File: src/include/pin_mux_defines.svh
// Pad count, mode width and APB bus width macros for the pin mux bank.
`ifndef PIN_MUX_DEFINES_SVH
`define PIN_MUX_DEFINES_SVH

// ~~~~~~~~~~~~~~~~~~~~~~~~~~~~~~~~~~~~~~~~~~~~~~~~~~~~~~~~~~~~
// Bank geometry
// ~~~~~~~~~~~~~~~~~~~~~~~~~~~~~~~~~~~~~~~~~~~~~~~~~~~~~~~~~~~~

`define PAD_COUNT 8   // Pads in this bank.
`define MODE_W    2   // Four functions per pad.

// ~~~~~~~~~~~~~~~~~~~~~~~~~~~~~~~~~~~~~~~~~~~~~~~~~~~~~~~~~~~~
// APB
// ~~~~~~~~~~~~~~~~~~~~~~~~~~~~~~~~~~~~~~~~~~~~~~~~~~~~~~~~~~~~

// Register index sits in paddr[4:2] and the upper bits must be zero.
`define APB_ADDR_W 8
`define APB_DATA_W 32

`endif

File: src/pin_mux_pkg.sv
// Pad mode enum, pad table constants and the APB, peripheral and pad bus structs.
`include "pin_mux_defines.svh"

package pin_mux_pkg;

	// ~~~~~~~~~~~~~~~~~~~~~~~~~~~~~~~~~~~~~~~~~~~~~~~~~~~~~~~~~~~~
	// Modes
	// ~~~~~~~~~~~~~~~~~~~~~~~~~~~~~~~~~~~~~~~~~~~~~~~~~~~~~~~~~~~~

	typedef enum logic [`MODE_W-1:0] {
		MODE_GPIO = 2'd0,
		MODE_CAN  = 2'd1,
		MODE_I2C  = 2'd2,
		MODE_UART = 2'd3
	} pad_mode_e;

	typedef pad_mode_e [`PAD_COUNT-1:0] pad_mode_vec_t;

	// Pad table. Pair p is pads 2p and 2p+1.
	// Even pad carries gpio bit 2p, can tx, i2c scl and uart rx.
	// Odd pad carries gpio bit 2p+1, can rx, i2c sda and uart tx.
	//   pair   can   i2c   uart
	//    0      0     0     0
	//    1      0     1     1
	//    2      1     1     0
	//    3      1     0     1
	// Bit p is the instance used by pair p.
	localparam logic [`PAD_COUNT/2-1:0] CAN_SEL  = 4'b1100;
	localparam logic [`PAD_COUNT/2-1:0] I2C_SEL  = 4'b0110;
	localparam logic [`PAD_COUNT/2-1:0] UART_SEL = 4'b1010;

	// ~~~~~~~~~~~~~~~~~~~~~~~~~~~~~~~~~~~~~~~~~~~~~~~~~~~~~~~~~~~~
	// Buses
	// ~~~~~~~~~~~~~~~~~~~~~~~~~~~~~~~~~~~~~~~~~~~~~~~~~~~~~~~~~~~~

	typedef struct packed {
		logic                   psel;
		logic                   penable;
		logic                   pwrite;
		logic [`APB_ADDR_W-1:0] paddr;
		logic [`APB_DATA_W-1:0] pwdata;
	} apb_req_t;

	typedef struct packed {
		logic [`PAD_COUNT-1:0] gpio_o;
		logic [`PAD_COUNT-1:0] gpio_oe;
		logic [1:0]            can_tx;
		logic [1:0]            i2c_scl_o;
		logic [1:0]            i2c_scl_oe;
		logic [1:0]            i2c_sda_o;
		logic [1:0]            i2c_sda_oe;
		logic [1:0]            uart_tx;
	} periph_out_t;

	typedef struct packed {
		logic [`PAD_COUNT-1:0] gpio_i;
		logic [1:0]            can_rx;
		logic [1:0]            i2c_scl_i;
		logic [1:0]            i2c_sda_i;
		logic [1:0]            uart_rx;
	} periph_in_t;

	typedef struct packed {
		logic [`PAD_COUNT-1:0] pad_o;
		logic [`PAD_COUNT-1:0] pad_oe;
	} pad_drive_t;

endpackage

File: src/pin_mode_regs.sv
// APB mode register bank: one mode register per pad, read data captured in setup phase.
`timescale 1ns/1ps
`include "pin_mux_defines.svh"

module pin_mode_regs
	import pin_mux_pkg::*;
(
	input  logic                   clk,
	input  logic                   rst_n,
	input  apb_req_t               apb_i,
	output logic [`APB_DATA_W-1:0] prdata_o,
	output pad_mode_vec_t          modes_o
);

	logic                          setup;
	logic                          addr_ok;
	logic [$clog2(`PAD_COUNT)-1:0] idx;
	logic                          wr_en;
	logic                          rd_en;
	logic [`APB_DATA_W-1:0]        rd_data;

	// ~~~~~~~~~~~~~~~~~~~~~~~~~~~~~~~~~~~~~~~~~~~~~~~~~~~~~~~~~~~~
	// Decode
	// ~~~~~~~~~~~~~~~~~~~~~~~~~~~~~~~~~~~~~~~~~~~~~~~~~~~~~~~~~~~~

	assign setup   = apb_i.psel & ~apb_i.penable;
	assign addr_ok = (apb_i.paddr[`APB_ADDR_W-1:5] == '0);
	assign idx     = apb_i.paddr[4:2];      // Word index.
	assign wr_en   = setup & apb_i.pwrite & addr_ok;
	assign rd_en   = setup & ~apb_i.pwrite;

	// Zero-extended mode or zero outside the bank.
	always_comb begin
		rd_data = '0;
		if (addr_ok) begin
			rd_data[`MODE_W-1:0] = modes_o[idx];
		end
	end

	// ~~~~~~~~~~~~~~~~~~~~~~~~~~~~~~~~~~~~~~~~~~~~~~~~~~~~~~~~~~~~
	// Registers
	// ~~~~~~~~~~~~~~~~~~~~~~~~~~~~~~~~~~~~~~~~~~~~~~~~~~~~~~~~~~~~

	always_ff @(posedge clk or negedge rst_n) begin
		if (!rst_n) begin
			for (int i = 0; i < `PAD_COUNT; i++) begin
				modes_o[i] <= MODE_GPIO;
			end
		end else if (wr_en) begin
			modes_o[idx] <= pad_mode_e'(apb_i.pwdata[`MODE_W-1:0]);
		end
	end

	// Held until the next read setup phase.
	always_ff @(posedge clk or negedge rst_n) begin
		if (!rst_n) begin
			prdata_o <= '0;
		end else if (rd_en) begin
			prdata_o <= rd_data;
		end
	end

	// ~~~~~~~~~~~~~~~~~~~~~~~~~~~~~~~~~~~~~~~~~~~~~~~~~~~~~~~~~~~~
	// Protocol checks
	// ~~~~~~~~~~~~~~~~~~~~~~~~~~~~~~~~~~~~~~~~~~~~~~~~~~~~~~~~~~~~

	a_penable_needs_psel: assert property (
		@(posedge clk) disable iff (!rst_n) apb_i.penable |-> apb_i.psel
	) else $error("APB penable high without psel.");

	// Setup is always followed by its access phase.
	a_setup_to_access: assert property (
		@(posedge clk) disable iff (!rst_n) setup |=> (apb_i.psel & apb_i.penable)
	) else $error("APB setup phase not followed by access phase.");

endmodule

File: src/pad_out_select.sv
// Per-pad output value and output enable select by pad mode.
`timescale 1ns/1ps
`include "pin_mux_defines.svh"

module pad_out_select
	import pin_mux_pkg::*;
(
	input  pad_mode_vec_t modes_i,
	input  periph_out_t   periph_i,
	output pad_drive_t    drive_o
);

	// Per-pad candidates with the mode as bit index.
	logic [`PAD_COUNT-1:0][(2**`MODE_W)-1:0] opt_o;
	logic [`PAD_COUNT-1:0][(2**`MODE_W)-1:0] opt_oe;
	logic [`PAD_COUNT-1:0]                   pad_o;
	logic [`PAD_COUNT-1:0]                   pad_oe;

	// ~~~~~~~~~~~~~~~~~~~~~~~~~~~~~~~~~~~~~~~~~~~~~~~~~~~~~~~~~~~~
	// Pad table, output side
	// ~~~~~~~~~~~~~~~~~~~~~~~~~~~~~~~~~~~~~~~~~~~~~~~~~~~~~~~~~~~~

	for (genvar p = 0; p < `PAD_COUNT/2; p++) begin : gen_pair
		// Even pad. UART slot is rx, so input only.
		assign opt_o[2*p]  = {1'b0,
				periph_i.i2c_scl_o[I2C_SEL[p]],
				periph_i.can_tx[CAN_SEL[p]],
				periph_i.gpio_o[2*p]};
		assign opt_oe[2*p] = {1'b0,
				periph_i.i2c_scl_oe[I2C_SEL[p]],
				1'b1,
				periph_i.gpio_oe[2*p]};

		// Odd pad. CAN slot is rx, so input only.
		assign opt_o[2*p+1]  = {periph_i.uart_tx[UART_SEL[p]],
				periph_i.i2c_sda_o[I2C_SEL[p]],
				1'b0,
				periph_i.gpio_o[2*p+1]};
		assign opt_oe[2*p+1] = {1'b1,
				periph_i.i2c_sda_oe[I2C_SEL[p]],
				1'b0,
				periph_i.gpio_oe[2*p+1]};
	end

	// ~~~~~~~~~~~~~~~~~~~~~~~~~~~~~~~~~~~~~~~~~~~~~~~~~~~~~~~~~~~~
	// Select by mode
	// ~~~~~~~~~~~~~~~~~~~~~~~~~~~~~~~~~~~~~~~~~~~~~~~~~~~~~~~~~~~~

	for (genvar n = 0; n < `PAD_COUNT; n++) begin : gen_pad
		assign pad_o[n]  = opt_o[n][modes_i[n]];
		assign pad_oe[n] = opt_oe[n][modes_i[n]];
	end

	assign drive_o = '{pad_o: pad_o, pad_oe: pad_oe};

endmodule

File: src/pad_in_route.sv
// Pad input routing to peripheral inputs with idle defaults and last-pad priority.
`timescale 1ns/1ps
`include "pin_mux_defines.svh"

module pad_in_route
	import pin_mux_pkg::*;
(
	input  pad_mode_vec_t         modes_i,
	input  logic [`PAD_COUNT-1:0] pad_i,
	output periph_in_t            periph_o
);

	// One-hot function select per pad with the mode as bit index.
	logic [`PAD_COUNT-1:0][(2**`MODE_W)-1:0] sel_oh;

	// ~~~~~~~~~~~~~~~~~~~~~~~~~~~~~~~~~~~~~~~~~~~~~~~~~~~~~~~~~~~~
	// Mode decode
	// ~~~~~~~~~~~~~~~~~~~~~~~~~~~~~~~~~~~~~~~~~~~~~~~~~~~~~~~~~~~~

	always_comb begin
		for (int n = 0; n < `PAD_COUNT; n++) begin
			case (modes_i[n])
				MODE_GPIO: sel_oh[n] = 4'b0001;
				MODE_CAN:  sel_oh[n] = 4'b0010;
				MODE_I2C:  sel_oh[n] = 4'b0100;
				MODE_UART: sel_oh[n] = 4'b1000;
				default:   sel_oh[n] = 4'b0000;  // Unknown mode selects nothing.
			endcase
		end
	end

	// ~~~~~~~~~~~~~~~~~~~~~~~~~~~~~~~~~~~~~~~~~~~~~~~~~~~~~~~~~~~~
	// Routing
	// ~~~~~~~~~~~~~~~~~~~~~~~~~~~~~~~~~~~~~~~~~~~~~~~~~~~~~~~~~~~~

	always_comb begin
		// Idle values. I2C lines float high.
		periph_o.gpio_i    = '0;
		periph_o.can_rx    = '0;
		periph_o.i2c_scl_i = '1;
		periph_o.i2c_sda_i = '1;
		periph_o.uart_rx   = '0;

		// Ascending walk lets the highest pad win a shared input.
		for (int n = 0; n < `PAD_COUNT; n++) begin
			if (sel_oh[n][MODE_GPIO]) periph_o.gpio_i[n] = pad_i[n];
			if (n % 2 == 0) begin
				if (sel_oh[n][MODE_I2C]) begin
					periph_o.i2c_scl_i[I2C_SEL[n/2]] = pad_i[n];
				end
				if (sel_oh[n][MODE_UART]) begin
					periph_o.uart_rx[UART_SEL[n/2]] = pad_i[n];
				end
			end else begin
				if (sel_oh[n][MODE_CAN]) begin
					periph_o.can_rx[CAN_SEL[n/2]] = pad_i[n];
				end
				if (sel_oh[n][MODE_I2C]) begin
					periph_o.i2c_sda_i[I2C_SEL[n/2]] = pad_i[n];
				end
			end
		end
	end

endmodule

File: src/pin_mux_top.sv
// Pin mux top: APB mode register bank with output select and input routing.
`timescale 1ns/1ps
`include "pin_mux_defines.svh"

module pin_mux_top
	import pin_mux_pkg::*;
(
	input  logic                   clk,
	input  logic                   rst_n,

	// APB.
	input  apb_req_t               apb_i,
	output logic [`APB_DATA_W-1:0] prdata_o,

	// Peripheral side.
	input  periph_out_t            periph_out_i,
	output periph_in_t             periph_in_o,

	// Pad ring.
	input  logic [`PAD_COUNT-1:0]  pad_i,
	output pad_drive_t             pad_drive_o
);

	pad_mode_vec_t modes;

	pin_mode_regs u_regs (
		.clk      (clk),
		.rst_n    (rst_n),
		.apb_i    (apb_i),
		.prdata_o (prdata_o),
		.modes_o  (modes)
	);

	// Pad paths below are purely combinational.
	pad_out_select u_out_sel (
		.modes_i  (modes),
		.periph_i (periph_out_i),
		.drive_o  (pad_drive_o)
	);

	pad_in_route u_in_route (
		.modes_i  (modes),
		.pad_i    (pad_i),
		.periph_o (periph_in_o)
	);

endmodule

File: config.mk
export PLATFORM = sky130hd
export DESIGN_NAME = pin_mux_top
export DESIGN_NICKNAME = d
export VERILOG_FILES = /design/src/pin_mux_pkg.sv /design/src/pin_mode_regs.sv /design/src/pad_out_select.sv /design/src/pad_in_route.sv /design/src/pin_mux_top.sv
export VERILOG_INCLUDE_DIRS = /design/src /design/src/include
export SDC_FILE = /design/constraint.sdc
export NUM_CORES = 1
export LEC_CHECK = 0
export BUFFER_PORTS_ARGS = -buffer_cell sky130_fd_sc_hd__buf_4
export CAP_MARGIN = 0
export CORE_ASPECT_RATIO = 1.75
export CORE_UTILIZATION = 42
export DETAILED_ROUTE_END_ITERATION = 7
export PLACE_DENSITY = 0.87
export SYNTH_ARGS = -nofsm -noshare
export SYNTH_HDL_FRONTEND = slang
export SYNTH_HIERARCHICAL = 1
export SYNTH_SLANG_ARGS = --single-unit
File: constraint.sdc
create_clock -name clk -period 3.48 [get_ports clk]
set_input_delay 1.044 -clock clk [delete_from_list [all_inputs] [get_ports clk]]
set_output_delay 1.044 -clock clk [all_outputs]
set_load 0.01 [all_outputs]
==> out/qor.txt <==
Yosys cell types - 36
WS Path Type - in2out
initial antenna violation count - 0
largest net degree at the start of global routing - 19
CTS max path bufs - 2
area share of the largest cell type after synthesis - 0.265
Synth area leaders - dfrtp_1 27%, buf_4 13%, mux2_2 13%
Reg clk slew, reported paths - 60 ps
Netlist Area Pre-Place - 1700 µm²
H-tree Lvls - 1
final cell count without fillers - 313
Max Freq - 340 MHz
syn_area_per_cell - 9.27 µm²
outcome - finished clean
CP startpoint kind - input port
die height - 86.1 µm
Synth Warn # - 6
routed len/inst - 13.5 µm
Synth Register Bits - 18
area grow syn2layout - 35.0%
vias per inst - 5.26
Hold Path Class - reg2reg
final setup TNS - 0 ps
Worst Path Arrival - 1900 ps
cell area power density - 258 nW/µm²
Core Box Area - 3870 µm²
clock skew - 0.897 ps
Resize count post-CTS - 0
VDD IR max - 188 µV
Synth area leader - dfrtp_1
hold slack - 483 ps
dpl hpwl - 3260 µm
# clock sinks - 18
Max Cap Viol - 0
uppermost layer routed - met4
wl on met1 - 1440 µm
final WL - 4210 µm
Pre-antenna DRT Iters - 4
Post-Syn Instances - 183
total global routing overflow - 0
first-pass GRT wire length - 6440 µm
initial drt markers - 47
final count of negative-setup-slack endpoints - 0
share of cells above drive strength 1 - 0.426
GRT Total Usage - 0.194
TritonCTS clock tree - done
final routed DRC violation total - 0
commonest cells in the netlist - 30 x buf_4, 19 x mux2_2, 18 x dfrtp_1
CP Cell Sequence - buf_4, or3b_1, mux2_4, buf_4
Top Family by Delay on Critical Path - simple AND/OR/NAND/NOR gates
root buf cell - clkbuf_8
vias - 1647
area occupied by multi-input gates - 1110 µm²
Die X-Extent - 50.0 µm
P_leak - 1.13 nW
RSZ-0062 raised after global routing - false
Sequential cell area - 450 µm²
GP Congestion - 0.811
Critical Path Most Common Cell - buf_4
Placed Cells - 309
final worst path period share - 0.845
Worst Path Required - 2440 ps
Synth Flop Type - dfrtp_1
Routed Antenna Nets - 0
I/O pins - 145
Slew Viols, Final - 0
Bufs and invs on worst path - 2
Async S/R FF share, synth - 1.00
register area share after synthesis - 0.265
vias in the first global route - 1533
final critical-path required period - 2940 ps
Placement Rows - 30
Post-CTS Hold Buffers - 0
Final Hold Viols - 0
Post-layout nets - 347
final total power - 0.590 mW
Worst path slowest cell - or3b_1
Met3 Routed Length - 365 µm
Starting Density - 0.439
critical path fanouts, max - 3
CTS buffer count - 3
fin util - 0.593
crit end category - output pin
met2 wire length - 2340 µm
EDFF count, synth - 0
diode count - 0
port bufs - 82
top-count cell post-synth - buf_4
DIE AREA - 4310 µm²
Filler cells - 352
clk_lat worst skew - 250 ps
postcts setup bufs - 0
Max stage delay on crit path - 340 ps
[worst min-delay path, stage by stage (launching register included)]
cell and delay, ps:
dfrtp_1 350, nand2_1 50, nand2_1 50
[path summary, 6_finish.rpt]
kind | startpoint | end | slack (ps) | depth (start not counted)
setup / recovery | pad_i[3] | periph_in_o[3] | 540 | 4
hold / removal | u_regs/prdata_o[0] | u_regs/prdata_o[0] | 480 | 2
setup reg to reg | u_regs/modes_o[5] | u_regs/prdata_o[1] | 1980 | 4
hold reg to reg | u_regs/prdata_o[0] | u_regs/prdata_o[0] | 480 | 2
max in group asynchronous | rst_n | u_regs/modes_o[7] | 2640 | 1
min in group asynchronous | rst_n | u_regs/prdata_o[1] | 650 | 1
[through the flow]
step                      instance area (µm²)  setup WS [ps]
final                                    2290            540
after global routing                     2290            518
after CTS                                2290            538
after detailed placement                 2240            538
after global placement                   2240            537
after floorplan                          1810            789
[layout make-up]
cell class	count	share of cell area
flip-flops and latches	18	0.197
multi-input cells	161	0.484
clock buffers	4	0.0240
repair buffers	82	0.269
well taps	48	0.0262
[report_power, final]
part,internal (mW),switching (mW),total [mW]
Sequential,0.218,0.0223,0.241
Clock,0.100,0.0653,0.166
Combinational,0.102,0.0823,0.184
Total,0.420,0.170,0.590
[flip-flops by register name, indices dropped and copies added (netlist names)]
signal and count:
u_regs/prdata_o 2, u_regs/modes_o 16
[metal layers]
layer | global-route usage | vias up
met5 | 0 | -
met4 | 0.0779 | 0
met3 | 0.0355 | 8
met2 | 0.401 | 100
met1 | 0.169 | 764
li1 | - | 775
[cell families (layout without fill, tap and decap cells)]
| logic type | after synthesis | count (layout) | share of synthesized area |
|---|---|---|---|
| buf+inv | 33 | 86 | 0.145 |
| other cells | 1 | 30 | 0.00221 |
| simple gates | 66 | 66 | 0.245 |
| flops | 18 | 18 | 0.265 |
| compound gates | 29 | 29 | 0.103 |
| mux | 36 | 36 | 0.240 |
[cell usage in the layout, fill, tap and decap left out, types with 4 or more instances in the layout]
| master | instances |
|---|---|
| a21oi_1 | 5 |
| clkbuf_8 | 4 |
| o21ai_0 | 14 |
| mux2_2 | 19 |
| dfrtp_1 | 18 |
| nand3_1 | 5 |
| nor3_1 | 6 |
| nor2_1 | 5 |
| mux2i_1 | 14 |
| nand2b_1 | 15 |
| nor3b_1 | 10 |
| nand3b_1 | 4 |
| conb_1 | 30 |
| buf_4 | 82 |
| nand2_1 | 8 |
Note: power is estimated with default switching activity, not from simulation.
